==> config.mk <==
export PLATFORM = sky130hd
export DESIGN_NAME = SlaveDaq
export DESIGN_NICKNAME = d
export VERILOG_FILES = /design/src/DaqPkg.sv /design/src/AcqSequencer.sv /design/src/EventFramer.sv /design/src/InputSync.sv /design/src/SlaveDaq.sv
export SDC_FILE = /design/constraint.sdc
export NUM_CORES = 1
export LEC_CHECK = 0
export BUFFER_PORTS_ARGS = -buffer_cell sky130_fd_sc_hd__buf_4
export CAP_MARGIN = 10
export CORE_AREA = 10 10 279 281
export CTS_BUF_LIST = sky130_fd_sc_hd__clkbuf_4
export CTS_CLUSTER_SIZE = 8
export DETAILED_ROUTE_END_ITERATION = 6
export DIE_AREA = 0 0 289 291
export GPL_ROUTABILITY_DRIVEN = 0
export GPL_TIMING_DRIVEN = 0
export PLACE_DENSITY = 0.58
export SYNTH_ARGS = -nofsm -noshare
export SYNTH_HDL_FRONTEND = slang
export SYNTH_SLANG_ARGS = --single-unit
==> constraint.sdc <==
create_clock -name Clk -period 4.3 [get_ports Clk]
set_input_delay 0.645 -clock Clk [delete_from_list [all_inputs] [get_ports Clk]]
set_output_delay 0.645 -clock Clk [all_outputs]
set_load 0.01 [all_outputs]
==> src/DaqPkg.sv <==
package DaqPkg;

	////////////////////
	// Vector types
	////////////////////
	typedef logic [15:0] DataWordT; // Stream word, ASIC side and USB side
	typedef logic [23:0] TrigIdT;   // Running trigger count
	typedef logic [15:0] DelayT;    // Programmable delays in Clk cycles

	// Acquisition sequencer states
	typedef enum logic [3:0] {
		Idle,
		ChipReset,
		PowerOn,
		Release,
		WaitStart,
		Acquire,
		WaitRead,
		StartRo,
		WaitReadDone,
		OnceEndHold,
		Drain,
		SendTail,
		Done
	} SeqStateT;

	////////////////////
	// Record markers
	////////////////////
	parameter logic [7:0] TrigHeader  = 8'hAA; // Upper trigger-ID word
	parameter logic [7:0] CountHeader = 8'hCC; // Upper count word of the tail
	parameter DataWordT   TailWordA   = 16'hFF45;
	parameter DataWordT   TailWordB   = 16'h45FF;

	// Chip timing in Clk cycles
	parameter DelayT TimePowerReset = 16'd8;  // LVDS receivers wake-up
	parameter DelayT TimeResetStart = 16'd40; // Internal management after reset release
	parameter DelayT TimeSro        = 16'd16;

endpackage

==> src/AcqSequencer.sv <==
module AcqSequencer
	import DaqPkg::*;
#(
	parameter int DrainCycles = 1600
) (
	input  logic   Clk,
	input  logic   reset_n,
	input  logic   ModuleStart,     // Run enable from software
	input  logic   TrigEdge,
	input  logic   ChipFull,
	input  logic   ReadReady,
	input  logic   EndRead,
	input  logic   TailSent,
	input  logic   TransmitDone,
	input  DelayT  AcquisitionTime,
	input  DelayT  EndHoldTime,
	output logic   ResetB,          // Chip digital reset, active low
	output logic   StartAcq,
	output logic   ForceExternalRaz,
	output logic   StartReadout,
	output logic   OnceEnd,
	output logic   AllDone,
	output logic   PwrOnA,          // Analog power pulsing
	output logic   PwrOnD,          // Digital power pulsing
	output logic   PwrOnDac,        // DAC power pulsing
	output logic   IdReq,
	output logic   TailReq,
	output TrigIdT TrigId
);
	SeqStateT State;
	DelayT    DelayCnt;
	TrigIdT   TrigCnt;

	////////////////////
	// Sequencer
	////////////////////
	always_ff @(posedge Clk or negedge reset_n) begin
		if (!reset_n) begin
			State    <= Idle;
			DelayCnt <= '0;
			TrigCnt  <= '0;
			IdReq    <= 1'b0;
			TailReq  <= 1'b0;
		end
		else begin
			IdReq   <= 1'b0;
			TailReq <= 1'b0;

			// Triggers inside the window still count
			if (State == Acquire && TrigEdge)
				TrigCnt <= TrigCnt + 1'b1;

			case (State)
				Idle: begin
					if (ModuleStart) begin
						State    <= ChipReset;
						DelayCnt <= '0;
						TrigCnt  <= '0; // New run
					end
				end
				ChipReset: State <= PowerOn;
				PowerOn: begin
					if (DelayCnt == TimePowerReset - 1'b1) begin
						State    <= Release;
						DelayCnt <= '0;
					end
					else
						DelayCnt <= DelayCnt + 1'b1;
				end
				Release: begin
					if (DelayCnt == TimeResetStart - 1'b1) begin
						State    <= WaitStart;
						DelayCnt <= '0;
					end
					else
						DelayCnt <= DelayCnt + 1'b1;
				end
				WaitStart: begin
					if (!ModuleStart) begin
						State    <= Drain;
						DelayCnt <= '0;
					end
					else if (TrigEdge) begin
						State   <= Acquire;
						TrigCnt <= TrigCnt + 1'b1;
					end
				end
				Acquire: begin
					// Window closes on time or when the chip memory is full
					if (ChipFull || (DelayCnt + 1'b1 >= AcquisitionTime)) begin
						State    <= WaitRead;
						DelayCnt <= '0;
					end
					else
						DelayCnt <= DelayCnt + 1'b1;
				end
				WaitRead: begin
					if (ReadReady)
						State <= StartRo;
				end
				StartRo: begin
					if (DelayCnt == TimeSro) begin
						State    <= WaitReadDone;
						DelayCnt <= '0;
					end
					else
						DelayCnt <= DelayCnt + 1'b1;
				end
				WaitReadDone: begin
					if (EndRead)
						State <= OnceEndHold;
				end
				OnceEndHold: begin
					if (DelayCnt >= EndHoldTime) begin
						State    <= WaitStart;
						DelayCnt <= '0;
						IdReq    <= 1'b1; // Framer decides if a record is needed
					end
					else
						DelayCnt <= DelayCnt + 1'b1;
				end
				Drain: begin
					// Let the last chip words reach the framer
					if (DelayCnt == DelayT'(DrainCycles - 1)) begin
						State    <= SendTail;
						DelayCnt <= '0;
						TailReq  <= 1'b1;
					end
					else
						DelayCnt <= DelayCnt + 1'b1;
				end
				SendTail: begin
					if (TailSent)
						State <= Done;
				end
				Done: begin
					if (TransmitDone)
						State <= Idle;
				end
				default: State <= Idle;
			endcase
		end
	end

	assign TrigId = TrigCnt;

	////////////////////
	// Chip control
	////////////////////
	assign ResetB           = !(State == ChipReset || State == PowerOn);
	assign StartAcq         = (State == Acquire);
	assign ForceExternalRaz = !StartAcq;
	assign StartReadout     = (State == StartRo);
	assign OnceEnd          = (State == OnceEndHold);
	assign AllDone          = (State == Done);

	// Power stays on for the whole run, digital part after reset
	assign PwrOnD = State inside {PowerOn, Release, WaitStart, Acquire, WaitRead,
		StartRo, WaitReadDone, OnceEndHold};
	assign PwrOnA   = PwrOnD || (State == ChipReset);
	assign PwrOnDac = PwrOnA;

endmodule

==> src/EventFramer.sv <==
module EventFramer
	import DaqPkg::*;
#(
	parameter int CreditDepth = 8,
	parameter int FifoDepth   = 16
) (
	input  logic     Clk,
	input  logic     reset_n,
	input  DataWordT AsicData,
	input  logic     AsicDataValid,
	input  logic     IdReq,
	input  logic     TailReq,
	input  TrigIdT   TrigId,
	input  logic     CreditReturn,
	output DataWordT DaqData,
	output logic     DaqDataValid,
	output logic     TailSent,
	output logic     DataLost       // Sticky, a chip word was dropped
);
	localparam int AddrW   = $clog2(FifoDepth);
	localparam int CreditW = $clog2(CreditDepth + 1);
	localparam logic [1:0] KindData = 2'd0, KindId = 2'd1, KindTail = 2'd2;

	typedef logic [25:0] EntryT; // Kind on top, then trigger ID or data word

	EntryT              Mem [FifoDepth];
	logic [AddrW:0]     WrPtr, RdPtr;
	logic               Full, Empty, Push, PushId, PushTail, Pop;
	EntryT              PushEntry, Head;
	logic [1:0]         HeadKind, WordIdx, LastIdx;
	TrigIdT             HeadId, PendIdVal, PendTailVal;
	logic               PendId, PendTail, Hit;
	logic [CreditW-1:0] Credit;

	assign Empty = (WrPtr == RdPtr);
	assign Full  = (WrPtr[AddrW] != RdPtr[AddrW]) && (WrPtr[AddrW-1:0] == RdPtr[AddrW-1:0]);

	////////////////////
	// Write side
	////////////////////
	// Chip words cannot wait, records take the next free cycle
	always_comb begin
		PushId   = !AsicDataValid && PendId && !Full;
		PushTail = !AsicDataValid && !PendId && PendTail && !Full;
		Push     = (AsicDataValid && !Full) || PushId || PushTail;
		if (PushId)
			PushEntry = {KindId, PendIdVal};
		else if (PushTail)
			PushEntry = {KindTail, PendTailVal};
		else
			PushEntry = {KindData, 8'h00, AsicData};
	end

	always_ff @(posedge Clk) begin
		if (Push)
			Mem[WrPtr[AddrW-1:0]] <= PushEntry;
		if (IdReq)
			PendIdVal <= TrigId;
		if (TailReq)
			PendTailVal <= TrigId;
	end

	////////////////////
	// Read side
	////////////////////
	assign Head     = Mem[RdPtr[AddrW-1:0]];
	assign HeadKind = Head[25:24];
	assign HeadId   = Head[23:0];
	assign LastIdx  = (HeadKind == KindTail) ? 2'd3 : (HeadKind == KindId) ? 2'd1 : 2'd0;

	assign DaqDataValid = !Empty && (Credit != '0);
	assign Pop          = DaqDataValid && (WordIdx == LastIdx);

	always_comb begin
		case (HeadKind)
			KindId:   DaqData = (WordIdx == 2'd0) ? {TrigHeader, HeadId[23:16]} : HeadId[15:0];
			KindTail: begin
				case (WordIdx)
					2'd0:    DaqData = TailWordA;
					2'd1:    DaqData = {CountHeader, HeadId[23:16]};
					2'd2:    DaqData = HeadId[15:0];
					default: DaqData = TailWordB;
				endcase
			end
			default:  DaqData = HeadId[15:0];
		endcase
	end

	always_ff @(posedge Clk or negedge reset_n) begin
		if (!reset_n) begin
			WrPtr    <= '0;
			RdPtr    <= '0;
			WordIdx  <= '0;
			Credit   <= CreditW'(CreditDepth); // Sink buffer starts empty
			PendId   <= 1'b0;
			PendTail <= 1'b0;
			Hit      <= 1'b0;
			TailSent <= 1'b0;
			DataLost <= 1'b0;
		end
		else begin
			if (Push)
				WrPtr <= WrPtr + 1'b1;
			if (Pop)
				RdPtr <= RdPtr + 1'b1;
			if (Pop)
				WordIdx <= '0;
			else if (DaqDataValid)
				WordIdx <= WordIdx + 1'b1;
			Credit <= Credit - CreditW'(DaqDataValid) + CreditW'(CreditReturn);

			// ID record only for acquisitions that produced data
			if (IdReq)
				Hit <= 1'b0;
			else if (AsicDataValid)
				Hit <= 1'b1;
			if (IdReq && (Hit || AsicDataValid))
				PendId <= 1'b1;
			else if (PushId)
				PendId <= 1'b0;
			if (TailReq)
				PendTail <= 1'b1;
			else if (PushTail)
				PendTail <= 1'b0;

			TailSent <= Pop && (HeadKind == KindTail);
			if (AsicDataValid && Full)
				DataLost <= 1'b1;
		end
	end

endmodule

==> src/InputSync.sv <==
module InputSync (
	input  logic Clk,
	input  logic reset_n,
	input  logic AcqStart,   // External trigger
	input  logic ChipSatB,   // Chip full, active low
	input  logic EndReadout, // End of chip readout, active high
	output logic TrigEdge,
	output logic ChipFull,
	output logic ReadReady,
	output logic EndRead
);
	// Bit 0 trigger, bit 1 chip full flag, bit 2 end of readout
	localparam logic [2:0] IdleLevel = 3'b010; // ChipSatB rests high

	logic [2:0] Meta;   // First synchronizer stage
	logic [2:0] Stable; // Second synchronizer stage

	always_ff @(posedge Clk or negedge reset_n) begin
		if (!reset_n) begin
			Meta      <= IdleLevel;
			Stable    <= IdleLevel;
			TrigEdge  <= 1'b0;
			ChipFull  <= 1'b0;
			ReadReady <= 1'b0;
		end
		else begin
			Meta   <= {EndReadout, ChipSatB, AcqStart};
			Stable <= Meta;

			TrigEdge  <= Meta[0] & ~Stable[0];  // Rising edge
			ChipFull  <= ~Meta[1] & Stable[1];  // Falling edge, chip memory full
			ReadReady <= Meta[1] & ~Stable[1];  // Rising edge, readout may start
		end
	end

	// Level is enough here, the sequencer only looks at it while waiting
	assign EndRead = Stable[2];

endmodule

==> src/SlaveDaq.sv <==
module SlaveDaq
	import DaqPkg::*;
#(
	parameter int DrainCycles = 1600,
	parameter int CreditDepth = 8,
	parameter int FifoDepth   = 16
) (
	input  logic     Clk,
	input  logic     reset_n,
	input  logic     ModuleStart,
	input  logic     AcqStart,
	input  logic     ChipSatB,
	input  logic     EndReadout,
	input  DelayT    AcquisitionTime,
	input  DelayT    EndHoldTime,
	input  logic     TransmitDone,
	input  DataWordT AsicData,
	input  logic     AsicDataValid,
	input  logic     CreditReturn,
	output logic     ResetB,
	output logic     StartAcq,
	output logic     ForceExternalRaz,
	output logic     StartReadout,
	output logic     OnceEnd,
	output logic     AllDone,
	output logic     PwrOnA,
	output logic     PwrOnD,
	output logic     PwrOnDac,
	output DataWordT DaqData,
	output logic     DaqDataValid,
	output logic     DataLost
);
	logic   TrigEdge, ChipFull, ReadReady, EndRead;
	logic   IdReq, TailReq, TailSent;
	TrigIdT TrigId;

	InputSync uSync (
		.Clk(Clk), .reset_n(reset_n), .AcqStart(AcqStart), .ChipSatB(ChipSatB),
		.EndReadout(EndReadout), .TrigEdge(TrigEdge), .ChipFull(ChipFull),
		.ReadReady(ReadReady), .EndRead(EndRead)
	);

	AcqSequencer #(.DrainCycles(DrainCycles)) uSeq (
		.Clk(Clk), .reset_n(reset_n), .ModuleStart(ModuleStart), .TrigEdge(TrigEdge),
		.ChipFull(ChipFull), .ReadReady(ReadReady), .EndRead(EndRead),
		.TailSent(TailSent), .TransmitDone(TransmitDone),
		.AcquisitionTime(AcquisitionTime), .EndHoldTime(EndHoldTime),
		.ResetB(ResetB), .StartAcq(StartAcq), .ForceExternalRaz(ForceExternalRaz),
		.StartReadout(StartReadout), .OnceEnd(OnceEnd), .AllDone(AllDone),
		.PwrOnA(PwrOnA), .PwrOnD(PwrOnD), .PwrOnDac(PwrOnDac),
		.IdReq(IdReq), .TailReq(TailReq), .TrigId(TrigId)
	);

	EventFramer #(.CreditDepth(CreditDepth), .FifoDepth(FifoDepth)) uFramer (
		.Clk(Clk), .reset_n(reset_n), .AsicData(AsicData), .AsicDataValid(AsicDataValid),
		.IdReq(IdReq), .TailReq(TailReq), .TrigId(TrigId), .CreditReturn(CreditReturn),
		.DaqData(DaqData), .DaqDataValid(DaqDataValid), .TailSent(TailSent),
		.DataLost(DataLost)
	);

endmodule

# Word-level counts from Yosys, hierarchy flattened
# Memory sizes are Yosys's and may differ from the RTL's.
# Cells that the tools add are included.
# totals
regBits	124
ram_bits	416
input_bits	57
memories	1
# memory_table
name	words	width	rd	rd_ports_with_merged_regs	wr	line_no	source
uFramer.Mem	16	26	1	0	1	EventFramer.sv:26	EntryT Mem [FifoDepth];
# op_classes
add_sub_neg	7
order_cmp	2
eq_ne	37
mux	49
n_bitwise	6
reduce_logical	36
# op_table
operator	count
$mux 16	9
$pmux 16 s8	1
$mux 24	4
$mux 26	2
$mux 4	13
$pmux 4 s13	1
$pmux 16 s3	1
$pmux 24 s2	1
$ge 16x16->1	2
$pmux 16 s2	1
$add 24x1->24 const B	1
$eq 4x4->1 const B	5
$add 16x1->16 const B	1
$eq 16x11->1 const B	1
$eq 16x3->1 const B	1
$eq 16x5->1 const B	1
$eq 16x6->1 const B	1
$eq 4x3->1 const B	4
$reduce_bool 8->1	2
$logic_and 1x1->1	13
$mux 1	13
$ne 2x1->1 const B	6
$ne 2x2->1 const B	6
$reduce_and 12->1	1
other kinds (23)	46

# Logic depth before layout (Yosys ltp)
# depth
ltp_word	8
mapped_depth	13

# Hierarchy
# From an unflattened synthesis, not the netlist that was laid out.
# unflattened
cells_unflattened	1408
hier_area_um2	23324.9
# by_module_without_submodules
mod	instances	cells_each	area_each_um2	seq_area_each_um2
EventFramer	1	931	19124.6	14460.1
AcqSequencer	1	465	3951.3	1151.1
InputSync	1	12	249.0	227.7

# Least setup slack after synthesis
# OpenSTA, ideal clock, no wires.
# synth_timing
kind	register -> output
startpoint	reg uFramer.RdPtr[1]
endpoint	out DaqData[2]
arrival_ns	3.102
slack_ns	0.553
stages_incl_launch_ff	12
n_path_buf	4
cell_sequence	dfrtp_1 -> buf_2 -> clkbuf_1 -> buf_1 -> mux4_2 -> mux4_2 -> ha_1 -> a21o_1 -> a21o_1 -> clkbuf_1 -> a22oi_1 -> nand2_1
# synth_via
elab_chain_cells	3
word_cells_on_any_way	6
# synth_rtl
element	line_no	source
start, declared	EventFramer.sv:27	logic [AddrW:0] WrPtr, RdPtr;
start signal, assigned	EventFramer.sv:105	RdPtr <= RdPtr + 1'b1;
$mem_v2 16x26 (*)	--	
$pmux 16 s3 (tied with other cells)	EventFramer.sv:78	case (WordIdx)
$pmux 16 s2 (*)	EventFramer.sv:75	case (HeadKind)
end, declared	SlaveDaq.sv:29	output DataWordT DaqData,
# Every way passes the cells marked *; elsewhere a longest branch is shown, timed or not.

# Final worst setup path
# layout_timing
startpoint	reg uFramer.RdPtr[0]
endpoint	out DaqData[4]
# Same word-level chain as after synthesis.

==> results.py <==
metrics = {
    "grt": {
        "grt_overflow": 0,
        "antenna_found_initial": 2,
        "grt_max_degree": 77,
        "track_usage": 0.1395,
        "grt_pass1_vias": 14050,
        "grt_pass1_wl_mm": 87.42,
    },
    "clock_network": {
        "root_buffer": "clkbuf_4",
        "clockBufferDepth": 3,
        "htreeDepth": 4,
        "cts_tree": "built",
        "clock-sinks": 540,
        "clk_latency_ns": 0.97,
        "cts_buffers": 142,
        "clkTransAtPathRegs_ns": 0.08,
    },
    "route": {
        "drt-total-wl_mm": 58.61,
        "viasPerCell": 5.012,
        "first_pass_iters": 6,
        "drc": 0,
        "first_iter_violations": 1170,
        "vias": 13330,
        "routedWlPerCell_um": 22.04,
        "ant_nets": 0,
    },
    "synthesis": {
        "synth_area_um2": 22920,
        "synth_top_family_by_area": "multiplexers",
        "synthAdderAreaFrac": 0.02872,
        "yosysWarnings": 0,
        "ys_ff_latch": 540,
        "syn_avg_cell_area_um2": 17.43,
        "synthSimpleGateAreaFrac": 0.05661,
        "yosysSeqAreaShare": 0.6911,
        "syn_nets": 1424,
        "netlist_instances": 1315,
        "ys.flop_type": "edfxtp_1",
        "synth_mux_area_frac": 0.1386,
        "synth.distinct_cells": 68,
        "async_flop_share": 0.1407,
        "synth-xor-area-share": 0.01720,
        "synth_edf_count": 464,
        "synth-compound-area-share": 0.04335,
    },
    "setup_path": {
        "cp.arrival_ns": 4.01,
        "crit_path_end_kind": "output port",
        "r2r_cells": 12,
        "timing.setup.critical_path_class": "reg2out",
        "crit_path_end": "DaqData[4]",
        "startpoint_type": "flip-flop",
        "cp-startpoint": "uFramer.RdPtr[0]",
        "cp_max_fo": 8,
        "reg2reg_from": "uSeq.DelayCnt[0]",
        "r2r_slack_ns": 0.57,
        "r2r_end": "uSeq.DelayCnt[6]",
        "required_ns": 3.65,
    },
    "min_path": {
        "hold_depth": 4,
        "hold_class": "in2reg",
    },
    "sta": {
        "post-route-period-util": 1.082,
        "tns_ns": -4.948,
        "fin_ws_ns": -0.3528,
        "hold_viol": 0,
        "slew_viol_final": 0,
        "finClkSkew_ns": 0.07527,
        "fmax_mhz": 214.9,
        "max_slew_margin": 0.2810,
        "setup_violations": 16,
        "tightest_slew_ns": 1.079,
        "holdWs_ns": 0.3325,
        "rsz0062_at_grt": "true",
        "period_minus_slack_ns": 4.653,
    },
    "pwr": {
        "fin_total_pwr_mw": 18.91,
        "power_density_nw_per_um2": 683.8,
        "p_leak_nw": 9.892,
        "vdd_drop_max_mv": 0.5773,
    },
    "die": {
        "die-area_um2": 84100,
        "die_height_um": 291,
        "die_x_um": 289,
        "floorplan.initialDensity": 0.3168,
        "core_area_um2": 72340,
        "rows": 99,
        "io_pins": 84,
    },
    "placed_design": {
        "hpwlAfterDp_mm": 38.98,
        "dp_slack_ns": -1.066,
        "dpl.cell_count": 2399,
        "port_buffers": 83,
    },
    "run": {
        "maxCapViolCount": 0,
    },
    "cells_and_area": {
        "finalNonFillerCells": 2659,
        "syn2layout_area_growth_pct": 20.67,
        "drive_gt1_frac": 0.3461,
        "layout_common_cells": "464 x edfxtp_1, 202 x clkbuf_4, 127 x mux4_2, 95 x buf_4, 73 x dfrtp_1",
        "final_nets": 1710,
        "final_common_cell": "edfxtp_1",
    },
    "run_status": {
        "failed_checks": "negative setup slack",
        "status": "finished with violations",
    },
}
[layer usage]
layer / wire [µm] / up-vias / GRT usage
met5: 7 / - / 0
met4: 1127 / 2 / 0.05271
met3: 3777 / 87 / 0.03234
met2: 29500 / 448 / 0.2299
met1: 24200 / 6888 / 0.1758
li1: - / 5901 / -
[state kept, by name (all words and copies together), names as in the netlist, 3 cells and up]
register and cells:
uFramer.Mem 416, uFramer.PendIdVal 24, uFramer.PendTailVal 24, uSeq.TrigId 24
uSeq.DelayCnt 16, uFramer.RdPtr 5, uFramer.WrPtr 5, uFramer.Credit 4
uSeq.State 4, uSync.Meta 3, uSync.Stable 3
[cell usage after synthesis (all sizes together) (6+ instances only)]
library cell	instances	area, µm²
a22o	23	201.4
inv	59	221.5
mux4	130	2939
nor2	53	206.5
and3	10	62.56
nand4	17	106.4
edfxtp	464	13930
clkbuf	29	108.9
mux2i	18	180.2
a22oi	11	82.58
dfrtp	73	1827
ha	51	638.1
xnor2	23	201.4
nor2b	10	62.56
nand2	71	266.5
nor3	23	120.1
and2	6	37.54
buf	33	230.2
nor3b	7	57.55
xor2	22	192.7
o21ai	51	259.0
nand3	28	150.1
a21o	7	52.55
a21oi	27	138.9
[kinds of logic after synthesis]
kind of cell               count (synthesis)
buffers and inverters                    121
adders and majority gates                 52
AOI/OAI and AO/OA                        151
DFF                                      540
muxes                                    153
and+or+nand+nor                          253
xor gates and xnor gates                  45
[worst min path at each step]
stage,start,endpoint,slack [ns]
2_1_floorplan,uSync.Meta[2],uSync.Stable[2],0.33
3_3_place_gp,uSync.Meta[2],uSync.Stable[2],0.35
3_5_place_dp,uSync.Meta[2],uSync.Stable[2],0.34
4_1_cts,AsicData[9],uFramer.Mem[14][9],0.19
5_1_grt,AsicData[9],uFramer.Mem[14][9],0.30
6_report,AsicData[1],uFramer.Mem[0][1],0.33
[cell type report]
| cell class | instances | area, µm² |
|---|---|---|
| fill | 6759 | 44680 |
| sequential | 540 | 15840 |
| multi-input combinational | 654 | 6779 |
| clock buffer | 202 | 1516 |
| timing repair buffer | 143 | 1416 |
| tap | 959 | 1200 |
| buffer | 61 | 445.4 |
| clock inverter | 40 | 236.5 |
| inverter | 59 | 221.5 |
| antenna | 1 | 2.502 |
[worst max-delay path: stages, from the launching register on]
cell and delay [ns]:
dfrtp_1 0.38, buf_8 0.12, buf_12 0.11, buf_12 0.12, mux4_2 0.50, mux4_2 0.58
inv_2 0.10, ha_4 0.20, a21o_1 0.17, a21o_1 0.19, buf_8 0.16, a22oi_2 0.17
nand2_1 0.10, buf_6 0.14
[through the flow]
| stage | cell area, µm² | util |
|---|---|---|
| 2_1_floorplan | 22920 | - |
| 3_3_place_gp | 24740 | 0.3420 |
| 3_5_place_dp | 25400 | 0.3511 |
| 4_1_cts | 27590 | 0.3814 |
| 5_1_grt | 27660 | 0.3823 |
| 6_report | 27660 | 0.3823 |
[where the power goes]
group          switching, mW  total, mW  internal, mW
combinational           4.21       7.95          3.74
sequential             0.233       6.58          6.35
clock                   2.10       4.38          2.29
total                   6.53       18.9          12.4
[timing repair]
item	CTS	global route
cloned	1	0
hold buffers	6	0
endpoints found under the setup margin	22	16
endpoints found under the hold margin	80	0
gates resized for setup	85	13
pin swaps	14	7
setup buffers	9	2
(Power assumes the default switching activity.)
